==> config.mk <==
export PLATFORM = sky130hd
export DESIGN_NAME = int_div_top
export DESIGN_NICKNAME = d
export VERILOG_FILES = /design/src/hdl/div_pkg.sv /design/src/hdl/div_ctrl.sv /design/src/hdl/div_step_counter.sv /design/src/hdl/div_sign_unit.sv /design/src/hdl/div_datapath.sv /design/src/hdl/int_div_top.sv
export SDC_FILE = /design/constraint.sdc
export NUM_CORES = 1
export LEC_CHECK = 0
export BUFFER_PORTS_ARGS = -buffer_cell sky130_fd_sc_hd__buf_2
export CORE_UTILIZATION = 37
export DETAILED_ROUTE_END_ITERATION = 10
export PLACE_DENSITY = 0.65
export SLEW_MARGIN = 25
export SYNTH_ARGS = -nofsm -noshare
export SYNTH_HDL_FRONTEND = slang
export SYNTH_SLANG_ARGS = --single-unit
==> constraint.sdc <==
create_clock -name clk -period 12.4 [get_ports clk]
set_input_delay 0.62 -clock clk [delete_from_list [all_inputs] [get_ports clk]]
set_output_delay 0.62 -clock clk [all_outputs]
set_load 0.005 [all_outputs]
==> src/hdl/div_pkg.sv <==
`default_nettype none

package div_pkg;

	localparam int DIV_WIDTH = 64;
	localparam int DIV_STEPS = DIV_WIDTH; // one quotient bit per step
	localparam int DIV_CNT_W = $clog2(DIV_STEPS);

	typedef enum logic {
		DIV_OP_SIGNED   = 1'b0,
		DIV_OP_UNSIGNED = 1'b1
	} div_op_e;

	// single STEP state, the step counter decides when to leave it
	typedef enum logic [2:0] {
		IDLE = 3'd0,
		LOAD = 3'd1,
		STEP = 3'd2,
		FIX  = 3'd3,
		ACK  = 3'd4
	} div_state_e;

	// request from the execute stage
	typedef struct packed {
		div_op_e                op;
		logic [DIV_WIDTH-1:0]   dividend;
		logic [DIV_WIDTH-1:0]   divisor;
	} div_req_t;

	// signed results, held while ack is high
	typedef struct packed {
		logic [DIV_WIDTH-1:0]   quotient;
		logic [DIV_WIDTH-1:0]   remainder;
		logic                   div_by_zero;
	} div_rsp_t;

	// unsigned operands for the restoring datapath
	typedef struct packed {
		logic [DIV_WIDTH-1:0]   dividend_mag;
		logic [DIV_WIDTH-1:0]   divisor_mag;
	} div_mag_t;

endpackage

`default_nettype wire

==> src/hdl/div_ctrl.sv <==
`timescale 1ns/1ps
`default_nettype none

module div_ctrl (
	input  wire  clk,
	input  wire  rst_n_i,
	input  logic req_i,
	input  logic last_i,
	output logic load_o,
	output logic step_o,
	output logic fix_o,
	output logic ack_o
);

	import div_pkg::*;

	div_state_e state_q;
	div_state_e next_state;
	logic       ack_q;
	logic       ack_d;

	always_ff @(posedge clk or negedge rst_n_i) begin
		if (!rst_n_i) begin
			state_q <= IDLE;
			ack_q   <= 1'b0;
		end else begin
			state_q <= next_state;
			ack_q   <= ack_d;
		end
	end

	always_comb begin
		next_state = state_q;
		case (state_q)
			IDLE: begin
				if (req_i) begin
					next_state = LOAD;
				end
			end
			LOAD: begin
				next_state = STEP;
			end
			STEP: begin
				if (last_i) begin // final quotient bit this cycle
					next_state = FIX;
				end
			end
			FIX: begin
				next_state = ACK;
			end
			ACK: begin
				// requester holds req for back-pressure
				if (!req_i) begin
					next_state = IDLE;
				end
			end
			default: begin
				next_state = IDLE;
			end
		endcase
	end

	// rsp is already registered when ACK is entered, ack follows a cycle later
	// and drops on the same edge that returns to IDLE
	assign ack_d = (state_q == ACK) && req_i;

	assign load_o = (state_q == LOAD);
	assign step_o = (state_q == STEP);
	assign fix_o  = (state_q == FIX);
	assign ack_o  = ack_q;

endmodule

`default_nettype wire

==> src/hdl/div_step_counter.sv <==
`timescale 1ns/1ps
`default_nettype none

module div_step_counter (
	input  wire  clk,
	input  wire  rst_n_i,
	input  logic load_i,
	input  logic step_i,
	output logic last_o
);

	import div_pkg::*;

	logic [DIV_CNT_W-1:0] cnt_q;

	always_ff @(posedge clk or negedge rst_n_i) begin
		if (!rst_n_i) begin
			cnt_q <= '0;
		end else if (load_i) begin
			cnt_q <= DIV_CNT_W'(DIV_STEPS - 1);
		end else if (step_i) begin
			cnt_q <= cnt_q - 1'b1; // wraps after the last step, unused then
		end
	end

	assign last_o = (cnt_q == '0);

endmodule

`default_nettype wire

==> src/hdl/div_sign_unit.sv <==
`timescale 1ns/1ps
`default_nettype none

module div_sign_unit (
	input  wire                            clk,
	input  wire                            rst_n_i,
	input  div_pkg::div_req_t              req_i,
	input  logic                           load_i,
	input  logic                           fix_i,
	output div_pkg::div_mag_t              mag_o,
	input  logic [div_pkg::DIV_WIDTH-1:0]  quotient_mag_i,
	input  logic [div_pkg::DIV_WIDTH-1:0]  remainder_mag_i,
	output div_pkg::div_rsp_t              rsp_o
);

	import div_pkg::*;

	logic     is_signed;
	logic     dividend_neg;
	logic     divisor_neg;
	logic     divisor_zero;
	logic     q_neg_q;
	logic     r_neg_q;
	logic     dbz_q;
	div_rsp_t rsp_q;

	assign is_signed    = (req_i.op == DIV_OP_SIGNED);
	assign dividend_neg = is_signed && req_i.dividend[DIV_WIDTH-1];
	assign divisor_neg  = is_signed && req_i.divisor[DIV_WIDTH-1];
	assign divisor_zero = (req_i.divisor == '0);

	// magnitudes go straight to the datapath, which takes them on load
	assign mag_o.dividend_mag = dividend_neg ? -req_i.dividend : req_i.dividend;
	assign mag_o.divisor_mag  = divisor_neg ? -req_i.divisor : req_i.divisor;

	always_ff @(posedge clk or negedge rst_n_i) begin
		if (!rst_n_i) begin
			q_neg_q <= 1'b0;
			r_neg_q <= 1'b0;
			dbz_q   <= 1'b0;
		end else if (load_i) begin
			// x/0 keeps the all ones quotient unsigned
			q_neg_q <= (dividend_neg ^ divisor_neg) && !divisor_zero;
			r_neg_q <= dividend_neg; // remainder follows the dividend
			dbz_q   <= divisor_zero;
		end
	end

	always_ff @(posedge clk or negedge rst_n_i) begin
		if (!rst_n_i) begin
			rsp_q <= '0;
		end else if (fix_i) begin
			rsp_q.quotient    <= q_neg_q ? -quotient_mag_i : quotient_mag_i;
			rsp_q.remainder   <= r_neg_q ? -remainder_mag_i : remainder_mag_i;
			rsp_q.div_by_zero <= dbz_q;
		end
	end

	assign rsp_o = rsp_q;

endmodule

`default_nettype wire

==> src/hdl/div_datapath.sv <==
`timescale 1ns/1ps
`default_nettype none

module div_datapath (
	input  wire                            clk,
	input  wire                            rst_n_i,
	input  div_pkg::div_mag_t              mag_i,
	input  logic                           load_i,
	input  logic                           step_i,
	output logic [div_pkg::DIV_WIDTH-1:0]  quotient_mag_o,
	output logic [div_pkg::DIV_WIDTH-1:0]  remainder_mag_o
);

	import div_pkg::*;

	logic [DIV_WIDTH:0]   rem_q;  // partial remainder
	logic [DIV_WIDTH-1:0] quo_q;  // dividend bits out, quotient bits in
	logic [DIV_WIDTH-1:0] div_q;
	logic [DIV_WIDTH+1:0] rem_shift;
	logic [DIV_WIDTH+1:0] trial;
	logic                 trial_neg;

	// bring down the next dividend bit
	assign rem_shift = {rem_q, quo_q[DIV_WIDTH-1]};

	// trial subtract, wide enough that the top bit is a true sign
	assign trial     = rem_shift - {2'b00, div_q};
	assign trial_neg = trial[DIV_WIDTH+1];

	always_ff @(posedge clk or negedge rst_n_i) begin
		if (!rst_n_i) begin
			rem_q <= '0;
			quo_q <= '0;
			div_q <= '0;
		end else if (load_i) begin
			rem_q <= '0;
			quo_q <= mag_i.dividend_mag;
			div_q <= mag_i.divisor_mag;
		end else if (step_i) begin
			if (trial_neg) begin
				rem_q <= rem_shift[DIV_WIDTH:0]; // restore
				quo_q <= {quo_q[DIV_WIDTH-2:0], 1'b0};
			end else begin
				rem_q <= trial[DIV_WIDTH:0];
				quo_q <= {quo_q[DIV_WIDTH-2:0], 1'b1};
			end
		end
	end

	// remainder is always below the divisor, top bit stays clear
	assign quotient_mag_o  = quo_q;
	assign remainder_mag_o = rem_q[DIV_WIDTH-1:0];

endmodule

`default_nettype wire

==> src/hdl/int_div_top.sv <==
`timescale 1ns/1ps
`default_nettype none

module int_div_top (
	input  wire                clk,
	input  wire                rst_n_i,
	input  logic               req_i,
	input  div_pkg::div_req_t  req_data_i,
	output logic               ack_o,
	output div_pkg::div_rsp_t  rsp_o
);

	import div_pkg::*;

	logic                 load;
	logic                 step;
	logic                 fix;
	logic                 last;
	div_mag_t             mag;
	logic [DIV_WIDTH-1:0] quotient_mag;
	logic [DIV_WIDTH-1:0] remainder_mag;

	div_ctrl i_ctrl (
		.clk     (clk),
		.rst_n_i (rst_n_i),
		.req_i   (req_i),
		.last_i  (last),
		.load_o  (load),
		.step_o  (step),
		.fix_o   (fix),
		.ack_o   (ack_o)
	);

	div_step_counter i_step_counter (
		.clk     (clk),
		.rst_n_i (rst_n_i),
		.load_i  (load),
		.step_i  (step),
		.last_o  (last)
	);

	// request is only sampled while load is high
	div_sign_unit i_sign_unit (
		.clk             (clk),
		.rst_n_i         (rst_n_i),
		.req_i           (req_data_i),
		.load_i          (load),
		.fix_i           (fix),
		.mag_o           (mag),
		.quotient_mag_i  (quotient_mag),
		.remainder_mag_i (remainder_mag),
		.rsp_o           (rsp_o)
	);

	div_datapath i_datapath (
		.clk             (clk),
		.rst_n_i         (rst_n_i),
		.mag_i           (mag),
		.load_i          (load),
		.step_i          (step),
		.quotient_mag_o  (quotient_mag),
		.remainder_mag_o (remainder_mag)
	);

endmodule

`default_nettype wire

==> results.toml, run 1 <==
[power]
p_total_mw = 5.58
p_comb_frac = 0.459
swShare = 0.440
pwr-share-clk = 0.219
seq_power_share = 0.322
p_int_mw = 3.12
p_leak_nw = 11.2
p_sw_mw = 2.46
vdd_ir_drop_max_v = 0.000107
p_per_area_nw_per_um2 = 222

[yosys]
synthArstFlopShare = 1.00
ys_top_cells_by_area = "dfrtp_1, xor2_1, o21ai_0, nand2_1, xnor2_1"
synth_warnings = 0
syn-cell-area_um2 = 21900
synth_compound_area_frac = 0.232
seq_area_frac_synth = 0.383
ys_ff_latch = 335
avgSynthCellArea_um2 = 8.44
synth_edf_count = 0
synth_flop_cell = "dfrtp_1"
synth_top_family_by_area = "compound AO/OA/AOI/OAI gates"
yosys.area_share.xor_xnor = 0.123
yosysTopAreaCellShare = 0.383
synthAdderAreaFrac = 0.0409
synth_mux_area_frac = 0.0222
syn_nets = 2797
synthSimpleGateAreaFrac = 0.155
synth_top_cells_by_count = "nand2_1, dfrtp_1, o21ai_0, xor2_1, o21ai_1"
yosysMostFrequentCell = "nand2_1"
yosys.cell_types.count = 70
synth_largest_area_cell = "dfrtp_1"
syn_inst = 2594

[layout]
fin_nets = 2966
stdcell_count = 3559
final_util = 0.434
final_cell_area_um2 = 25200
area_delta_synth_final_pct = 15.0
drive_above_1_share = 0.134

[worst_setup_path]
critPathKind = "reg -> reg"
crit_buf_inv = 2
arrival_ps = 5480
path_max_fanout = 60
critPathTopFamily = "compound AO/OA/AOI/OAI gates"
crit_required_ps = 12910
endpoint_kind = "flip-flop"
startpoint_type = "flip-flop"
slowest_delay_ps = 720
path_cells = "ha_1, and3_1, nand2_1, a2111oi_0, a211oi_1, buf_4, a211oi_1, o21ai_0, a211oi_4, buf_4, nand2_1, nor3_1, a221o_1"
slowest_stage = "buf_4"

[sta]
fin_crit_ps = 4970
setup_violations = 0
hold_ws_ps = 111
worstMarginPinSlew_ps = 1020
rsz0062_at_grt = "no"
skew_ps = 28.7
finalSetupTns_ps = 0
hold_viol_final = 0
finalCritPeriodShare = 0.401
timing.slew.headroom = 0.320
drv_slew = 0
worst_slack_ps = 7430
fmax_mhz = 201

[clock_tree]
numCtsBuffers = 40
cts_root_buf = "clkbuf_16"
cts_sinks = 335
cts_resized = 0
hold_buffers = 0
post_cts_buffers = 0
ctsLongestPathBuffers = 3
path_clk_slew_ps = 60
h-tree-depth = 2
clk_latency_ps = 580
cts_tree = "done"

[placed_design]
place_congestion = 0.898
dp_cells = 3485
pre_cts_ws_ps = 7480
io_buffers = 261
hpwl_um = 47600
placed_cell_area_um2 = 23800

[route]
post_drt_wl_per_cell_um = 17.9
final_antenna_net_count = 0
via_per_inst = 5.38
drc = 0
vias = 19100
first_iter_violations = 1074
first_pass_iters = 5
wl_um = 63900

[floorplanning]
die-area_um2 = 60100
die_w_um = 245
rows = 88
core_um2 = 58000
ioPinCount = 262
start_util = 0.377
die_h_um = 245

[hold_path]
hold_path.class = "in -> async"

[status]
status = "finished clean"

[global_routing]
grt_use_total = 0.211
grt-ovfl-total = 0
grt_pass1_vias = 18200
grt_max_degree = 173
grt_antenna_before_repair = 1
grt_first_pass_wirelength_um = 101000

[run]
cap_viol_max_count = 0
==> per-layer routing <==
layer,part of all wire,vias to the layer above,routed length [um],GRT usage
met1,0.46,8980,29500,0.293
met4,0.026,0,1640,0.0673
met5,0,-,0,0
li1,-,9557,-,-
met2,0.45,521,28900,0.334
met3,0.060,74,3820,0.0321
==> final timing paths <==
kind | startpoint | slack (ps) | cells after the start | endpoint
min reg2reg | i_sign_unit.dbz_q | 470 | 2 | i_sign_unit.dbz_q
max | i_datapath.rem_q[5] | 7430 | 13 | i_datapath.rem_q[63]
max in group asynchronous | rst_n_i | 10690 | 3 | i_sign_unit.r_neg_q
min in group clk | req_data_i[55] | 340 | 3 | i_datapath.div_q[55]
min | rst_n_i | 110 | 1 | i_datapath.div_q[4]
max reg2reg | i_datapath.rem_q[5] | 7430 | 13 | i_datapath.rem_q[63]
==> cell type report <==
type | instances | area (um^2)
fill | 5763 | 32900
tap | 765 | 957
multi-input combinational | 2004 | 12600
clock buffer | 56 | 1170
sequential | 335 | 8390
timing repair buffer | 281 | 1500
clock inverter | 16 | 181
antenna | 1 | 2.50
inverter | 101 | 379
==> cell families after synthesis <==
| family | count (synthesis) |
|---|---|
| DFF | 335 |
| and+or+nand+nor | 735 |
| AOI/OAI and AO/OA | 843 |
| adders and majority gates | 71 |
| muxes | 48 |
| xor gates and xnor gates | 307 |
| buffers and inverters | 255 |
==> cells in the final DEF (no fill, tap or decap), types with 32 or more instances in the layout <==
cell type / Yosys / layout
or3_1: 41 / 41
inv_1: 101 / 101
dfrtp_1: 335 / 333
o31ai_1: 58 / 58
a22oi_1: 77 / 77
xnor2_1: 109 / 109
a21oi_1: 124 / 124
nand3_1: 33 / 33
nor3_1: 32 / 32
clkbuf_16: 0 / 42
nor2_1: 119 / 118
mux2i_1: 43 / 43
o21ai_0: 274 / 274
xor2_1: 198 / 198
o21ai_1: 149 / 149
ha_1: 70 / 70
nand2_1: 365 / 365
buf_2: 1 / 260
==> state kept, by name, summed over array words and instances, names as in the netlist <==
name                       cells
i_sign_unit.rsp_o            129
i_datapath.rem_q              65
i_datapath.div_q              64
i_datapath.quotient_mag_o     64
i_step_counter.cnt_q           6
i_ctrl.state_q                 3
i_ctrl.ack_o                   1
i_sign_unit.dbz_q              1
i_sign_unit.q_neg_q            1
i_sign_unit.r_neg_q            1
==> power by group through the flow <==
| stage | clock network [mW] | logic [mW] | registers (mW) |
|---|---|---|---|
| 2_1_floorplan | 0 | 1.84 | 1.72 |
| 3_3_place_gp | 0 | 2.55 | 1.80 |
| 3_5_place_dp | 0 | 2.56 | 1.81 |
| 4_1_cts | 1.25 | 2.57 | 1.80 |
| 5_1_grt | 1.30 | 2.87 | 1.85 |
| 6_report | 1.22 | 2.56 | 1.80 |
Note: power is estimated with default switching activity, not from simulation.
==> run 2, diff against run 1 <==
==> constraint.sdc (replaced) <==
create_clock -name clk -period 4.6 [get_ports clk]
set_input_delay 0.23 -clock clk [delete_from_list [all_inputs] [get_ports clk]]
set_output_delay 0.23 -clock clk [all_outputs]
set_load 0.005 [all_outputs]
==> results.toml, run 2 (synthesis results as in run 1) <==
[status]
status = "finished clean"

[global_routing]
grt_use_met3 = 0.0301
grt-ovfl-total = 0
grtUsageMet2 = 0.328
grt_pass1_vias = 18400
grt_use_total = 0.212
grt_max_degree = 259
grtUsageMet1 = 0.302
grt_first_pass_wirelength_um = 102000
grt.busiest_layer = "met2"
grt_antenna_before_repair = 0

[route]
first_iter_violations = 1224
wl_um = 64300
vias = 19400
drc = 0
via_per_inst = 5.30
post_drt_wl_per_cell_um = 17.6
final_antenna_net_count = 0
first_pass_iters = 5

[floorplanning]
start_util = 0.377
core_um2 = 58000
ioPinCount = 262
die_h_um = 245
die-area_um2 = 60100
die_w_um = 245
rows = 88

[power]
p_total_mw = 15.3
p_leak_nw = 11.6
vdd_ir_drop_max_v = 0.000382
p_per_area_nw_per_um2 = 583

[layout]
drive_above_1_share = 0.136
largest_register_ffs = 129
final_cell_area_um2 = 26200
area_delta_synth_final_pct = 19.7
layout_common_cells = "nand2_1, dfrtp_1, o21ai_0"
stdcell_count = 3658
final_util = 0.451
mostFrequentLayoutCell = "nand2_1"
n_antenna_cell = 0
fin_nets = 3065

[sta]
skew_ps = 19.9
worstMarginPinSlew_ps = 1030
finalSetupTns_ps = 0
finalCritPeriodShare = 0.928
fmax_mhz = 234
hold_ws_ps = 21.0
setup_violations = 0
drv_slew = 0
timing.slew.headroom = 0.311
worst_slack_ps = 333
hold_viol_final = 0
fin_crit_ps = 4270
rsz0062_at_grt = "no"

[worst_setup_path]
arrival_ps = 4670
crit_required_ps = 5010
critPathKind = "reg -> reg"
startpoint_type = "flip-flop"
path_max_fanout = 9
endpoint_kind = "flip-flop"

[hold_path]
hold_path.class = "in -> reg"

[clock_tree]
ctsLongestPathBuffers = 3
cts_tree = "done"
numCtsBuffers = 42
cts_sinks = 335
h-tree-depth = 2
path_clk_slew_ps = 60
post_cts_buffers = 0
cts_root_buf = "clkbuf_16"
clk_latency_ps = 570

[placed_design]
place_congestion = 0.926
hpwl_um = 47300
io_buffers = 261
placed_cell_area_um2 = 24000
pre_cts_ws_ps = 146
dp_cells = 3503

[run]
cap_viol_max_count = 0
## run 2: routing by layer
metal  wire length [um]  up-vias
met2              28700      497
li1                   -     9751
met1              30200     9054
met3               3490       95
met4               1870        0
met5                  0        -
## run 2: worst max-delay path, cell delays in order, from the launching register on
cell,delay (ps)
dfrtp_1,440
or4_4,560
or3_4,350
or3_1,410
or3_1,400
or3_1,370
or4b_4,550
or4_4,540
o41ai_4,240
xor2_1,180
o21ai_1,80
## run 2: worst paths after layout
check	startpoint	to	slack, ps	cells past startpoint
setup / recovery	i_datapath.rem_q[6]	i_sign_unit.rsp_o[50]	330	10
hold / removal	req_data_i[39]	i_datapath.div_q[39]	20	3
setup reg to reg	i_datapath.rem_q[6]	i_sign_unit.rsp_o[50]	330	10
hold reg to reg	i_sign_unit.rsp_o[37]	i_sign_unit.rsp_o[37]	470	2
max in group asynchronous	rst_n_i	i_sign_unit.q_neg_q	3180	3
min in group asynchronous	rst_n_i	i_datapath.div_q[4]	290	2
## run 2: repair_timing
action,in CTS,in global routing
resized for setup,0,1
endpoints found under the hold margin,173,0
hold buffers,80,0
endpoints found under the setup margin,0,3
## run 2: power by group
part	switching (mW)	leakage [nW]	internal, mW
Clock	1.32	0.695	2.08
Sequential	0.945	4.35	3.95
Combinational	4.36	6.59	2.62
Total	6.62	11.6	8.65
## run 2: area by class of cell
type	instances	area, um^2
fillers	5779	31800
multi-input cells	2004	12600
flip-flops and latches	335	8390
repair buffers	378	2470
clock buffers	63	1270
well taps	765	957
inverters	101	379
clock inverters	12	144
==> run 3, diff against run 2 <==
--- a/config.mk
+++ b/config.mk
@@ -5,10 +5,13 @@
 export SDC_FILE = /design/constraint.sdc
 export NUM_CORES = 1
 export LEC_CHECK = 0
+export ABC_AREA = 1
 export BUFFER_PORTS_ARGS = -buffer_cell sky130_fd_sc_hd__buf_2
+export CORE_ASPECT_RATIO = 0.8
 export CORE_UTILIZATION = 37
 export DETAILED_ROUTE_END_ITERATION = 10
-export PLACE_DENSITY = 0.65
+export PLACE_DENSITY = 0.64
+export REMOVE_ABC_BUFFERS = 1
 export SLEW_MARGIN = 25
 export SYNTH_ARGS = -nofsm -noshare
 export SYNTH_HDL_FRONTEND = slang
==> results.toml, run 3 <==
[floorplanning]
die-area_um2 = 77000
rows = 89
start_util = 0.377
core_um2 = 74400
die_h_um = 248
ioPinCount = 262
die_w_um = 310

[yosys]
yosysTopAreaCellShare = 0.299
synth_edf_count = 0
syn-cell-area_um2 = 28100
syn_inst = 4462
synth_largest_area_cell = "dfrtp_1"
ys_ff_latch = 335
synth_warnings = 0
avgSynthCellArea_um2 = 6.29
yosysMostFrequentCell = "nand2_1"
synth_top_cells_by_count = "nand2_1, inv_1, nor2_1, nand3_1, dfrtp_1"
ys_top_cells_by_area = "dfrtp_1, nand2_1, inv_1, nand3_1, nor2_1"
yosys.cell_types.count = 52
seq_area_frac_synth = 0.299
synth_flop_cell = "dfrtp_1"
synthArstFlopShare = 1.00

[placed_design]
pre_cts_ws_ps = 1130
placed_cell_area_um2 = 30300
hpwl_um = 91000
io_buffers = 261
place_congestion = 1.06
dp_cells = 5614

[worst_setup_path]
slowest_delay_ps = 720
crit_buf_inv = 3
critPathKind = "reg -> reg"
critPathTopFamily = "simple AND/OR/NAND/NOR gates"
arrival_ps = 4060
startpoint_type = "flip-flop"
path_cells = "ha_1, nand2_2, inv_2, nand2_1, nand2_1, inv_2, nand3_2, nand2_2, nand2_4, nand2_2, nand2_4, nand2_4, nand3_2, buf_4, nand3_1, nand3_1, nand2_1"
endpoint_kind = "flip-flop"
crit_required_ps = 5130
path_max_fanout = 37
slowest_stage = "nand3_2"

[global_routing]
grt_first_pass_wirelength_um = 168000
grt_use_met3 = 0.0692
grt.busiest_layer = "met1"
grt-ovfl-total = 0
grtUsageMet1 = 0.464
grt_pass1_vias = 26800
grt_antenna_before_repair = 4
grtUsageMet2 = 0.378
grt_use_total = 0.290
grt_max_degree = 104

[sta]
timing.slew.headroom = 0.341
hold_viol_final = 0
fmax_mhz = 284
fin_crit_ps = 3530
finalSetupTns_ps = 0
worstMarginPinSlew_ps = 989
worst_slack_ps = 1070
drv_slew = 0
setup_violations = 0
hold_ws_ps = 17.6
rsz0062_at_grt = "no"
finalCritPeriodShare = 0.767
skew_ps = 45.0

[route]
wl_um = 114000
post_drt_wl_per_cell_um = 20.0
drc = 0
final_antenna_net_count = 0
first_iter_violations = 3991
first_pass_iters = 7
vias = 30100
via_per_inst = 5.28

[clock_tree]
path_clk_slew_ps = 60
cts_sinks = 335
hold_buffers = 11
h-tree-depth = 2
clk_latency_ps = 600
cts_resized = 0
ctsLongestPathBuffers = 3
cts_root_buf = "clkbuf_16"
post_cts_buffers = 0
cts_tree = "done"
numCtsBuffers = 41

[layout]
seqCellArea_um2 = 8380
layout_common_cells = "nand2_1, inv_1, nor2_1"
largest_register_ffs = 129
fin_nets = 4870
multiInputGateArea_um2 = 16500
final_cell_area_um2 = 31800
stdcell_count = 5706
final_util = 0.427
drive_above_1_share = 0.110
area_delta_synth_final_pct = 13.2
nFillCells = 8126
mostFrequentLayoutCell = "nand2_1"

[hold_path]
hold_path.class = "in -> reg"

[status]
status = "finished clean"

[power]
p_total_mw = 17.9
p_leak_nw = 16.7
vdd_ir_drop_max_v = 0.000493
p_per_area_nw_per_um2 = 563

[run]
cap_viol_max_count = 0
==> run 3: final timing paths <==
check / startpoint / slack [ps] / cells past startpoint / endpoint
min: req_data_i[0] / 20 / 3 / i_datapath.div_q[0]
max reg2reg: i_datapath.rem_q[6] / 1070 / 17 / i_datapath.rem_q[11]
max in group asynchronous: rst_n_i / 3080 / 3 / i_sign_unit.rsp_o[115]
min reg2reg: i_sign_unit.rsp_o[120] / 480 / 2 / i_sign_unit.rsp_o[120]
max: i_datapath.rem_q[6] / 1070 / 17 / i_datapath.rem_q[11]
min in group asynchronous: rst_n_i / 270 / 2 / i_datapath.rem_q[3]
==> run 3: cell type report <==
type | instances | share of cell area
Multi-Input combinational cell | 3318 | 0.520
Sequential cell | 335 | 0.264
Inverter | 671 | 0.0794
Timing Repair Buffer | 300 | 0.0535
Tap cell | 1001 | 0.0394
Clock buffer | 59 | 0.0376
Clock inverter | 16 | 0.00606
Antenna cell | 6 | 0.000472
==> run 3: power breakdown <==
group / total [mW] / internal (mW) / switching, mW
Sequential: 4.80 / 4.00 / 0.795
Clock: 3.40 / 1.99 / 1.41
Combinational: 9.71 / 2.86 / 6.84
Total: 17.9 / 8.86 / 9.05
==> run 3: logic make-up (layout without fill, tap and decap cells) <==
family | Yosys count | after routing | share of synthesized area
AND/OR/NAND/NOR | 2599 | 2599 | 0.402
XOR/XNOR | 188 | 188 | 0.0587
buffers and inverters | 809 | 1046 | 0.114
flip-flops | 335 | 335 | 0.299
adder cells (fa/ha/maj) | 71 | 71 | 0.0319
AO/OA/AOI/OAI | 460 | 460 | 0.0946
other | 0 | 6 | 0
==> run 3: layer usage <==
layer / share of wire / vias up
met2: 0.38 / 1437
met4: 0.023 / 0
met1: 0.49 / 14000
met5: 0 / -
met3: 0.11 / 140
li1: - / 14600
==> run 3: worst register-to-register path, stage by stage, from the launching register on <==
cell     delay (ps)
dfrtp_1         510
ha_1            420
nand2_2         130
inv_2            30
nand2_1          60
nand2_1         100
inv_2            70
nand3_2         160
nand2_2         120
nand2_4          80
nand2_2          90
nand2_4          60
nand2_4          90
nand3_2         720
buf_4           540
nand3_1         110
nand3_1          80
nand2_1          90
